===== src/hdl/mac_mgmt_pkg.sv =====
/*
 * Shared definitions for the MAC cluster management block.
 * Widths, bus structs, MDIO command layout and register offsets used by
 * the allocator, the core register slices and the MDIO transmitter.
 * Import with a wildcard in the module header.
 */
package mac_mgmt_pkg;

    ////////////////////
    // Sizes and timing
    ////////////////////
    localparam int N_CORES       = 4;
    localparam int CORE_SEL_W    = $clog2(N_CORES);
    localparam int APB_ADDR_W    = 21;
    localparam int CORE_ADDR_W   = 19;
    localparam int APB_DATA_W    = 32;
    localparam int MDIO_DATA_W   = 16;
    localparam int MDIO_ADDR_W   = 5;
    localparam int MDC_HALF      = 4;
    localparam int MDC_DIV_W     = $clog2(MDC_HALF);
    localparam int FRAME_BITS    = 64;
    localparam int BIT_CNT_W     = $clog2(FRAME_BITS);
    // Bit positions inside a frame, counted from the first preamble bit
    localparam int MDIO_TA_POS   = 46;
    localparam int MDIO_DATA_POS = 48;

    typedef logic [APB_ADDR_W-1:0]  apb_addr_t;
    typedef logic [CORE_ADDR_W-1:0] core_addr_t;
    typedef logic [APB_DATA_W-1:0]  apb_data_t;
    typedef logic [MDIO_DATA_W-1:0] mdio_data_t;
    typedef logic [MDIO_ADDR_W-1:0] mdio_addr_t;
    typedef logic [CORE_SEL_W-1:0]  core_idx_t;
    typedef logic [FRAME_BITS-1:0]  mdio_frame_t;
    typedef logic [3:0]             reg_off_t;

    typedef enum logic [1:0] {
        OP_WRITE = 2'b01,
        OP_READ  = 2'b10
    } mdio_op_t;

    typedef enum logic [1:0] {
        ST_IDLE,
        ST_SHIFT,
        ST_DONE
    } mdio_state_t;

    ////////////////////
    // Bus structs
    ////////////////////
    typedef struct packed {
        core_addr_t addr;
        logic       write;
        logic       sel;
        logic       enable;
        apb_data_t  wdata;
    } apb_req_t;

    typedef struct packed {
        apb_data_t rdata;
        logic      ready;
    } apb_rsp_t;

    // Low 28 bits of the command word, op in the top bits
    typedef struct packed {
        mdio_op_t   op;
        mdio_addr_t phy;
        mdio_addr_t regad;
        mdio_data_t data;
    } mdio_cmd_t;

    typedef struct packed {
        logic mdc;
        logic mdo;
        logic mdo_en;
    } mdio_pins_t;

    // Register map of one slice
    localparam reg_off_t  REG_ID        = 4'h0;
    localparam reg_off_t  REG_SCRATCH   = 4'h4;
    localparam reg_off_t  REG_MDIO_CMD  = 4'h8;
    localparam reg_off_t  REG_MDIO_STAT = 4'hC;
    localparam apb_data_t CORE_ID_BASE  = 32'h4D41_0000;

endpackage


===== src/hdl/mdio_frame_tx.sv =====
/*
 * MDIO management frame transmitter for one core.
 * A start strobe latches a 64-bit frame (preamble, start, op, PHY and
 * register address, turnaround, data) and shifts it out MSB first with
 * MDC derived from pclk. mdo changes where MDC falls and mdi is sampled
 * where MDC rises. Read frames release mdo_en for the turnaround and data
 * bits and collect the PHY's data into rd_data.
 */
module mdio_frame_tx
    import mac_mgmt_pkg::*;
(
    input  logic       pclk,
    input  logic       reset,
    input  logic       start,
    input  mdio_cmd_t  cmd,
    input  logic       mdi,
    output logic       busy,
    output mdio_data_t rd_data,
    output mdio_pins_t pins
);

    mdio_state_t          state;
    logic [MDC_DIV_W-1:0] div_cnt;
    logic [BIT_CNT_W-1:0] bit_cnt;
    mdio_frame_t          frame_q;
    mdio_frame_t          next_frame;
    logic                 is_read_q;
    logic                 load;
    logic                 mdc_tick;
    logic                 mdc_rise;
    logic                 mdc_fall;

    // Turnaround and data of a read are driven by the PHY, fill with idle ones
    function automatic mdio_frame_t build_frame(input mdio_cmd_t c);
        logic [1:0] ta;
        mdio_data_t data;
        ta   = 2'b10;
        data = c.data;
        if (c.op == OP_READ) begin
            ta   = 2'b11;
            data = '1;
        end
        return {32'hFFFF_FFFF, 2'b01, c.op, c.phy, c.regad, ta, data};
    endfunction

    assign next_frame = build_frame(cmd);
    assign load       = start && (state != ST_SHIFT);
    assign busy       = (state == ST_SHIFT);

    assign mdc_tick = (div_cnt == MDC_HALF - 1);
    assign mdc_rise = busy && mdc_tick && !pins.mdc;
    assign mdc_fall = busy && mdc_tick && pins.mdc;

    ////////////////////
    // Control FSM
    ////////////////////
    always_ff @(posedge pclk) begin
        if (reset) begin
            state   <= ST_IDLE;
            div_cnt <= '0;
            bit_cnt <= '0;
            pins    <= '0;
            rd_data <= '0;
        end else begin
            case (state)
                ST_SHIFT: begin
                    div_cnt <= mdc_tick ? '0 : div_cnt + 1'b1;
                    if (mdc_rise) begin
                        pins.mdc <= 1'b1;
                        if (is_read_q && bit_cnt >= MDIO_DATA_POS) begin
                            rd_data <= {rd_data[MDIO_DATA_W-2:0], mdi};
                        end
                    end
                    if (mdc_fall) begin
                        pins.mdc <= 1'b0;
                        if (bit_cnt == FRAME_BITS - 1) begin
                            state       <= ST_DONE;
                            pins.mdo    <= 1'b0;
                            pins.mdo_en <= 1'b0;
                        end else begin
                            bit_cnt     <= bit_cnt + 1'b1;
                            pins.mdo    <= frame_q[FRAME_BITS-2];
                            // Hand the line to the PHY from the turnaround on
                            pins.mdo_en <= !(is_read_q && bit_cnt >= MDIO_TA_POS - 1);
                        end
                    end
                end
                default: begin
                    // Idle or just finished, a new frame may start right away
                    state   <= ST_IDLE;
                    div_cnt <= '0;
                    bit_cnt <= '0;
                    if (load) begin
                        state       <= ST_SHIFT;
                        pins.mdc    <= 1'b0;
                        pins.mdo    <= next_frame[FRAME_BITS-1];
                        pins.mdo_en <= 1'b1;
                    end
                end
            endcase
        end
    end

    ////////////////////
    // Frame shifter
    ////////////////////
    always_ff @(posedge pclk) begin
        if (load) begin
            frame_q   <= next_frame;
            is_read_q <= (cmd.op == OP_READ);
        end else if (mdc_fall) begin
            frame_q <= {frame_q[FRAME_BITS-2:0], 1'b0};
        end
    end

endmodule


===== src/hdl/mac_core_regs.sv =====
/*
 * Register slice of one MAC core: identity, scratch, MDIO command and
 * MDIO status. A command write starts the local MDIO transmitter; while
 * a frame is still going out the write is held off with pready low.
 * CORE_INDEX sets the low bits of the identity word.
 */
module mac_core_regs
    import mac_mgmt_pkg::*;
#(
    parameter int unsigned CORE_INDEX = 0
) (
    input  logic       pclk,
    input  logic       reset,
    input  apb_req_t   req,
    input  logic       mdi,
    output apb_rsp_t   rsp,
    output mdio_pins_t pins
);

    logic       access;
    logic       in_range;
    reg_off_t   offset;
    logic       cmd_hit;
    logic       start;
    logic       busy;
    mdio_cmd_t  cmd_word;
    mdio_cmd_t  cmd_q;
    mdio_data_t rd_data;
    apb_data_t  scratch_q;
    apb_data_t  rd_word;

    ////////////////////
    // Address decode
    ////////////////////
    assign access = req.sel && req.enable;

    // Bit 18 is part of the core select for cores 1 to 3, so it is ignored here
    assign in_range = (req.addr[CORE_ADDR_W-2:4] == '0);
    assign offset   = {req.addr[3:2], 2'b00};
    assign cmd_hit  = in_range && (offset == REG_MDIO_CMD);

    assign cmd_word = mdio_cmd_t'(req.wdata[$bits(mdio_cmd_t)-1:0]);

    // Command write waits for the transmitter to go idle
    assign start     = access && req.write && cmd_hit && !busy;
    assign rsp.ready = access && !(req.write && cmd_hit && busy);

    ////////////////////
    // Writable registers
    ////////////////////
    always_ff @(posedge pclk) begin
        if (reset) begin
            scratch_q <= '0;
            cmd_q     <= '0;
        end else begin
            if (access && req.write && in_range && offset == REG_SCRATCH) begin
                scratch_q <= req.wdata;
            end
            // Last accepted command, for read-back
            if (start) begin
                cmd_q <= cmd_word;
            end
        end
    end

    ////////////////////
    // Read mux
    ////////////////////
    always_comb begin
        rd_word = '0;
        if (in_range) begin
            case (offset)
                REG_ID:        rd_word = CORE_ID_BASE + apb_data_t'(CORE_INDEX);
                REG_SCRATCH:   rd_word = scratch_q;
                REG_MDIO_CMD:  rd_word = {4'h0, cmd_q};
                REG_MDIO_STAT: rd_word = {rd_data, 15'd0, busy};
                default:       rd_word = '0;
            endcase
        end
    end

    // Zero unless this slice is in a read access
    assign rsp.rdata = (access && !req.write) ? rd_word : '0;

    mdio_frame_tx mdio_frame_tx_inst (
        .pclk    (pclk),
        .reset   (reset),
        .start   (start),
        .cmd     (cmd_word),
        .mdi     (mdi),
        .busy    (busy),
        .rd_data (rd_data),
        .pins    (pins)
    );

endmodule


===== src/hdl/apb_bus_allocator.sv =====
/*
 * Host APB fan-out to the four MAC core register slices.
 * Address bit 18 low always selects core 0, otherwise bits 20:19 pick
 * the core. Only the selected slice sees sel, enable and write; address
 * and write data go to all. Responses come back through a mux and the
 * MDIO pin sets of all slices are merged by OR.
 */
module apb_bus_allocator
    import mac_mgmt_pkg::*;
(
    input  apb_addr_t  paddr,
    input  logic       pwrite,
    input  logic       psel,
    input  logic       penable,
    input  apb_data_t  pwdata,
    output apb_data_t  prdata,
    output logic       pready,
    output apb_req_t   core_req  [N_CORES],
    input  apb_rsp_t   core_rsp  [N_CORES],
    input  mdio_pins_t core_pins [N_CORES],
    output logic       mdc,
    output logic       mdo,
    output logic       mdo_en
);

    core_idx_t          core_idx;
    logic [N_CORES-1:0] core_hit;
    mdio_pins_t         merged;

    ////////////////////
    // Core decode
    ////////////////////
    always_comb begin
        if (!paddr[CORE_ADDR_W-1]) begin
            core_idx = '0;
        end else begin
            core_idx = paddr[APB_ADDR_W-1 -: CORE_SEL_W];
        end
    end

    // One-hot copy of the index for the gating below
    always_comb begin
        core_hit           = '0;
        core_hit[core_idx] = 1'b1;
    end

    ////////////////////
    // Request fan-out
    ////////////////////
    always_comb begin
        for (int i = 0; i < N_CORES; i++) begin
            core_req[i].addr   = paddr[CORE_ADDR_W-1:0];
            core_req[i].wdata  = pwdata;
            core_req[i].sel    = psel && core_hit[i];
            core_req[i].enable = penable && core_hit[i];
            core_req[i].write  = pwrite && core_hit[i];
        end
    end

    // Slices return zero data and no ready when they are not selected
    assign prdata = core_rsp[core_idx].rdata;
    assign pready = core_rsp[core_idx].ready;

    ////////////////////
    // MDIO pin merge
    ////////////////////
    // Idle transmitters hold all three pins low, so OR is enough
    always_comb begin
        merged = '0;
        for (int i = 0; i < N_CORES; i++) begin
            merged = merged | core_pins[i];
        end
    end

    assign mdc    = merged.mdc;
    assign mdo    = merged.mdo;
    assign mdo_en = merged.mdo_en;

endmodule


===== src/hdl/mac_mgmt_top.sv =====
/*
 * Management block of a four-core Ethernet MAC cluster.
 * The host APB port is split by the allocator over four register
 * slices, each with its own MDIO transmitter. mdi from the PHY reaches
 * every slice and the merged MDIO pins leave the block.
 */
module mac_mgmt_top
    import mac_mgmt_pkg::*;
(
    input  logic      pclk,
    input  logic      reset,
    input  apb_addr_t paddr,
    input  logic      pwrite,
    input  logic      psel,
    input  logic      penable,
    input  apb_data_t pwdata,
    output apb_data_t prdata,
    output logic      pready,
    input  logic      mdi,
    output logic      mdc,
    output logic      mdo,
    output logic      mdo_en
);

    apb_req_t   core_req  [N_CORES];
    apb_rsp_t   core_rsp  [N_CORES];
    mdio_pins_t core_pins [N_CORES];

    apb_bus_allocator apb_bus_allocator_inst (
        .paddr     (paddr),
        .pwrite    (pwrite),
        .psel      (psel),
        .penable   (penable),
        .pwdata    (pwdata),
        .prdata    (prdata),
        .pready    (pready),
        .core_req  (core_req),
        .core_rsp  (core_rsp),
        .core_pins (core_pins),
        .mdc       (mdc),
        .mdo       (mdo),
        .mdo_en    (mdo_en)
    );

    ////////////////////
    // Core slices
    ////////////////////
    genvar i;
    generate
        for (i = 0; i < N_CORES; i++) begin : g_core
            mac_core_regs #(
                .CORE_INDEX (i)
            ) mac_core_regs_inst (
                .pclk  (pclk),
                .reset (reset),
                .req   (core_req[i]),
                .mdi   (mdi),
                .rsp   (core_rsp[i]),
                .pins  (core_pins[i])
            );
        end
    endgenerate

endmodule


===== config.mk =====
export PLATFORM = sky130hd
export DESIGN_NAME = mac_mgmt_top
export DESIGN_NICKNAME = d
export VERILOG_FILES = /design/src/hdl/mac_mgmt_pkg.sv /design/src/hdl/mdio_frame_tx.sv /design/src/hdl/mac_core_regs.sv /design/src/hdl/apb_bus_allocator.sv /design/src/hdl/mac_mgmt_top.sv
export SDC_FILE = /design/constraint.sdc
export NUM_CORES = 1
export LEC_CHECK = 0
export ABC_AREA = 1
export BUFFER_PORTS_ARGS = -buffer_cell sky130_fd_sc_hd__buf_2
export CAP_MARGIN = 20
export CORE_ASPECT_RATIO = 1.4
export CORE_UTILIZATION = 39
export DETAILED_ROUTE_END_ITERATION = 6
export GPL_ROUTABILITY_DRIVEN = 0
export SLEW_MARGIN = 30
export SYNTH_ARGS = -nofsm -noshare
export SYNTH_HDL_FRONTEND = slang
export SYNTH_SLANG_ARGS = --single-unit

===== constraint.sdc =====
create_clock -name pclk -period 7.4 [get_ports pclk]
set_clock_uncertainty 0.2 [all_clocks]
set_input_delay 0.74 -clock pclk [delete_from_list [all_inputs] [get_ports pclk]]
set_output_delay 0.74 -clock pclk [all_outputs]
set_load 0.05 [all_outputs]

==> results.md, run 1 <==
- Outcome: finished, violations left
- Failing checks: DRC
- I/O pin count: 95
- Initial core utilization: approximately 40%
- Synth top area share: a little under two fifths
- Layout cells sized above 1: 7.85%
- Cell taking the most area after synthesis: dfxtp_1
- Global-route wire length before repair: between 100 and 150 mm
- CP Max Fanout: slightly above 60
- Worst Tran Pin Value: around 1.0 ns
- Placed cells: roughly 4200
- CP startpoint: paddr[2]
- Most common cell after layout, fill and taps aside: nand2_1
- CP max-delay cell: clkinv_2
- Die span in x: ~220 um
- Logic pwr share: around 2.8%
- DRT Pass-1 Iters: 7
- Final core occ: about 44%
- Grt total ovfl: 0
- Buf+Inv Stages, Crit Path: 5
- RSZ-0062 raised after global routing: no
- Crit path time final: a little under 5 ns
- Power Total: roughly 6.7 mW
- Slew headroom: a little under a third
- Final count of hold timing violations: 0
- Seq pwr share: just over 50%
- Seq/Total Area, Yosys: between 50 and 60%
- Crit Path Class: in2out
- Setup TNS: 0 ns
- Clk_lat worst skew: around 0.62 ns
- TritonCTS clock tree: built
- Commonest non-fill, non-tap cells in the layout: nand2_1 (1080), nor2_1 (548), dfxtp_1 (488)
- CTS buffer count: 59
- Critical Path Source Type: input port
- Clock sink count: just over 600
- Vias per inst: roughly 5.2
- Post-placement cell area: between 0.02 and 0.03 mm^2
- Post-Syn Area per Cell: 7.42 um^2
- Initial antenna violation count: 4
- Achievable frequency: around 0.2 GHz
- Power Internal: roughly 5.2 mW
- WL final: 76.5 mm
- Clk pin slew, worst setup/hold paths: roughly 0.06 ns
- Synth Instances: around 3500
- Gates resized, CTS repair: 0
- WP data arrival: 4.01 ns
- Clock Power Share: between 40% and 50%
- CP endpoint kind: output pin
- Setup WS pre-CTS: between 2 and 3 ns
- Post-DP HPWL: 46.6 mm
- Final Setup Violations: 0
- Leak: ~12 nW
- Layout Area Growth over Synthesis: 10.9%
- CP cell instances: buf_2, inv_1, nand2_1, clkinv_2, buf_4, a21oi_1, nor2_1, nor2_1, nand3_1, buf_2
- Detailed Route Iter0 Violations: between 1500 and 2000
- Port Buffer Count: 92
- Root Buffer: clkbuf_16
- VDD IR max: approximately 0.00018 V
- Clock Tree Buf Depth: 3
- Fin. max-slew vios: 0
- Syn Nets: about 3600
- Setup bufs post-CTS: 0
- Total global-route track usage: 22.7%
- Non-filler cells, final: between 4000 and 5000
- PwrDens: 232 mW/mm^2
- HP Class: in2reg
- Critical Path RT: around 6.5 ns
- Post-synth cell types: 37
- Final Cycle Share: roughly two thirds
- Synth area leaders: dfxtp_1 (38%), nand2_1 (16%), edfxtp_1 (14%)
- Antenna viol nets, final: 0
- Sw Share: a little over a fifth
- Cell area after synthesis: around 0.026 mm^2
- Post-synthesis register bit count: approximately 610
- Drt drc: 4
- Max incr delay on CP: around 0.65 ns
- Die Ht: approximately 300 um
- Hold Path Origin: pwdata[29]
- Worst path top cell family by delay: buffers and inverters
- Vias: roughly 22000
- Core Footprint: about 0.066 mm^2
- Nets: 3528
- Vias in the first global route: roughly 21000
- Switching pwr: roughly 1.5 mW
- Row count: around 110
- Worst hold margin: ~0.2 ns
- Fill count: between 6000 and 7000
- Final Instance Area: about 0.029 mm^2
- Final WS setup: approximately 2.5 ns
- Full die area: between 0.06 and 0.07 mm^2
- Warnings, synthesis: 0
- Largest net degree at the start of global routing: 96
- Hold-fix buffers at CTS: 0
- Post-DR wirelength/cell: ~18 um
- Maxcap violations: 0
- H-Tree Depth: 2
- Reg2Reg Setup Slack: roughly 4.6 ns
## tightest hold or removal path, delay by kind of cell
kind | cells | cell delay (ns)
simple gates | 2 | 0.13
buf+inv | 1 | 0.11
## path summary, 6_finish.rpt
check	cells past startpoint	end
min reg2reg	1	flop
min	3	g_core[1].mac_core_regs_inst.scratch_q[29]
max	10	prdata[20]
max reg2reg	9	flop
## kinds of logic (layout without fill, tap and decap cells)
| kind of cell | after synthesis | after routing | synth area share, % |
|---|---|---|---|
| AOI/OAI and AO/OA | 591 | 591 | 11.6 |
| buffers and inverters | 389 | 394 | 6.16 |
| DFF | 612 | 612 | 52.0 |
| other | 0 | 3 | 0 |
| adders and majority gates | 16 | 16 | 0.772 |
| and+or+nand+nor | 1887 | 1887 | 29.4 |
| xor gates and xnor gates | 2 | 2 | 0.0675 |
## power groups by stage
| stage | combinational [mW] | sequential, mW | clock (mW) |
|---|---|---|---|
| after floorplan | 0.106 | 3.46 | 0 |
| after global placement | 0.182 | 3.46 | 0 |
| after detailed placement | 0.182 | 3.46 | 0 |
| after CTS | 0.182 | 3.39 | 3.16 |
| after global routing | 0.195 | 3.38 | 3.27 |
| final | 0.184 | 3.39 | 3.10 |
## flip-flops by register name, summed over array words and instances, names as in the netlist
name,flops
g_core.mac_core_regs_inst.mdio_frame_tx_inst.frame_q,252
g_core.mac_core_regs_inst.mdio_frame_tx_inst.state,8
g_core.mac_core_regs_inst.mdio_frame_tx_inst.div_cnt,8
g_core.mac_core_regs_inst.mdio_frame_tx_inst.bit_cnt,24
g_core.mac_core_regs_inst.scratch_q,128
g_core.mac_core_regs_inst.mdio_frame_tx_inst.pins,12
g_core.mac_core_regs_inst.mdio_frame_tx_inst.rd_data,64
g_core.mac_core_regs_inst.cmd_q,112
g_core.mac_core_regs_inst.mdio_frame_tx_inst.is_read_q,4
## routing by layer
layer	vias to the layer above	track usage [%]	routed length (um)
met1	10500	28.8	32400
li1	11200	-	-
met4	6	10.4	3460
met3	175	3.01	4100
met2	602	38.0	36400
met5	-	0	41
## synthesized netlist by cell type, drive strengths merged
library cell     n
inv            148
a31oi           17
nor2           568
and3             1
clkinv           6
nor3            11
xnor2            2
or2              4
o211ai           7
a211oi           1
nand3          164
nor3b            3
o21ai          349
ha              16
dfxtp          488
nand4           11
nand2         1093
o21bai           3
edfxtp         124
buf             92
clkbuf         143
o22ai            4
nor4            32
a21oi          210
## cell type report
class / instances / area [um^2] / area share [%]
antenna: 3 / 7.51 / 0.0261
clock buffer: 98 / 1840 / 6.39
clock inverter: 12 / 138 / 0.478
inverter: 154 / 589 / 2.05
multi-input combinational: 2496 / 10900 / 37.8
sequential: 612 / 13500 / 46.9
tap: 847 / 1060 / 3.68
timing repair buffer: 130 / 769 / 2.67
(Power assumes the default switching activity.)
==> run 2: changes to the inputs <==
==> constraint.sdc (replaced) <==
create_clock -name pclk -period 4.2 [get_ports pclk]
set_clock_uncertainty 0.2 [all_clocks]
set_input_delay 0.42 -clock pclk [delete_from_list [all_inputs] [get_ports pclk]]
set_output_delay 0.42 -clock pclk [all_outputs]
set_load 0.05 [all_outputs]
==> run 2 against run 1 <==
  * The run still ends with DRC left
  * Final area grew 2.6%
  * Clock-buffer cell count decreased by 11
  * Register-to-register slack got worse by 3.2 ns
  * Critical path type unchanged
  * Total power rose by 79%
  * Non-clock buffer count up 54
  * Highest routed layer unchanged
  * Wire length is 0.42% higher
==> results.md, run 2 (same netlist as run 1, synthesis figures left out) <==
- Clk pin slew, worst setup/hold paths: roughly 0.060 ns
- Clock sink count: approximately 610
- Hold path cells: 3
- Reg2Reg Depth: 8
- RSZ-0062 raised after global routing: no
- Worst hold margin: 0.0299 ns
- Nets: 3583
- Slew headroom: approximately 43%
- Critical Path Source Type: input port
- Post-DP HPWL: ~48 mm
- Crit path time final: about 3.3 ns
- Post-DR wirelength/cell: 17.4 um
- Power Total: between 10 and 15 mW
- DRT Pass-1 Iters: 7
- Worst Tran Pin Value: roughly 0.85 ns
- Largest registers: g_core.mac_core_regs_inst.mdio_frame_tx_inst.frame_q (252), g_core.mac_core_regs_inst.scratch_q (128), g_core.mac_core_regs_inst.cmd_q (112)
- Die span in x: about 220 um
- Vias: 22600
- Grt total ovfl: 0
- HP Class: in2reg
- Global-route wire length before repair: ~120 mm
- Full die area: between 0.06 and 0.07 mm^2
- Most flop-heavy register: g_core.mac_core_regs_inst.mdio_frame_tx_inst.frame_q
- Layout Area Growth over Synthesis: 13.8%
- Seq pwr share: 50.0%
- Non-filler cells, final: 4406
- Clock Tree Buf Depth: 3
- Vias in the first global route: between 20000 and 25000
- Crit Path Class: in2out
- Failing checks: DRC
- Diodes inserted: 0
- Root Buffer: clkbuf_16
- CTS buffer count: 60
- Fin. max-slew vios: 0
- Port Buffer Count: between 90 and 100
- Row count: ~110
- Placed cells: roughly 4300
- PwrDens: approximately 400 mW/mm^2
- Detailed Route Iter0 Violations: 1504
- Switching pwr: roughly 2.7 mW
- Leak: about 13 nW
- Power Internal: approximately 9 mW
- Maxcap violations: 0
- Setup TNS: 0 ns
- Drt drc: 2
- Final count of hold timing violations: 0
- Post-placement cell area: approximately 0.027 mm^2
- I/O pin count: 95
- Critical Path RT: roughly 3.6 ns
- Final core occ: approximately 45%
- Hold Path Origin: pwdata[27]
- Die Ht: 307 um
- TritonCTS clock tree: built
- VDD IR max: 0.000320 V
- Max FFs per register: ~250
- Min-Delay Endpoint: g_core[1].mac_core_regs_inst.scratch_q[27]
- Vias per inst: about 5.1
- Antenna viol nets, final: 0
- Commonest non-fill, non-tap cells in the layout: nand2_1 (1080), nor2_1 (548), dfxtp_1 (488)
- CP Max Fanout: 11
- Logic pwr share: a little over 3%
- Clock Power Share: ~47%
- H-Tree Depth: 2
- Clk_lat worst skew: roughly 0.64 ns
- Initial antenna violation count: 3
- Initial core utilization: 39.5%
- Most common cell after layout, fill and taps aside: nand2_1
- Final WS setup: 0.878 ns
- Final Setup Violations: 0
- Achievable frequency: around 0.30 GHz
- Setup WS pre-CTS: between 0.9 and 1 ns
- Reg2Reg Setup Slack: 1.43 ns
- CP endpoint kind: output pin
- Final Instance Area: 0.0295 mm^2
- WP data arrival: 2.70 ns
- Largest net degree at the start of global routing: between 100 and 150
- WL final: approximately 77 mm
- Total global-route track usage: a little under a quarter
- Core Footprint: about 0.066 mm^2
- Layout cells sized above 1: under 10%
- Outcome: finished, violations left
- Final Cycle Share: just under 80%
- Sw Share: approximately 23%
[run 2: changes by cell type in the layout (fill, tap and decap cells not counted), sizes merged, moves of 3 or more]
cell | previous run | this run
buf | 130 | 158
clkbuf | 98 | 87
clkinv | 16 | 25
diode | 3 | 0
dlygate4sd3 | 0 | 26
inv | 146 | 151
[run 2: what timing repair did]
item	4_1_cts	5_1_grt
resized for setup	0	0
buffers inserted	0	0
hold buffers	26	0
hold endpoints to repair	126	0
[run 2: worst max-delay path by stage]
stage                     startpoint    endpoint  slack (ns)  cells after the start
after global placement     paddr[11]  prdata[16]        0.99                     11
final                       paddr[9]  prdata[16]        0.88                     11
after detailed placement   paddr[15]  prdata[16]        0.98                     11
after global routing       paddr[13]  prdata[16]        0.80                     11
after floorplan            paddr[11]        flop        0.97                      5
after CTS                  paddr[15]  prdata[16]        0.98                     11
[run 2: cell type report]
class | instances | area [um^2]
fillers | 6656 | 36200
flip-flops and latches | 612 | 13500
multi-input cells | 2496 | 10900
clock buffers | 87 | 1780
repair buffers | 184 | 1460
well taps | 847 | 1060
inverters | 154 | 587
clock inverters | 26 | 270
[run 2: per-layer routing]
metal	up-vias	track usage [%]	part of all wire [%]
met1	10600	28.8	43
met2	574	38.9	49
met4	6	8.82	3.6
met3	143	3.14	4.9
li1	11300	-	-
met5	-	0	0.044
[run 2: power by group through the flow]
stage          combinational (mW)  sequential [mW]  clock, mW
3_3_place_gp                0.344             6.10          0
6_report                    0.367             5.97       5.60
2_1_floorplan               0.187             6.10          0
5_1_grt                     0.388             5.96       5.93
3_5_place_dp                0.343             6.10          0
4_1_cts                     0.364             5.97       5.71
[run 2: critical path, cell delays in order]
cell and delay, ns:
buf_2 0.09, nor2_1 0.09, nand2_1 0.06, nor2_2 0.30, nand2_2 0.08, inv_1 0.20, nand3_1 0.61, nor2_1 0.26
nor2_1 0.08, nand2_1 0.20, buf_2 0.31
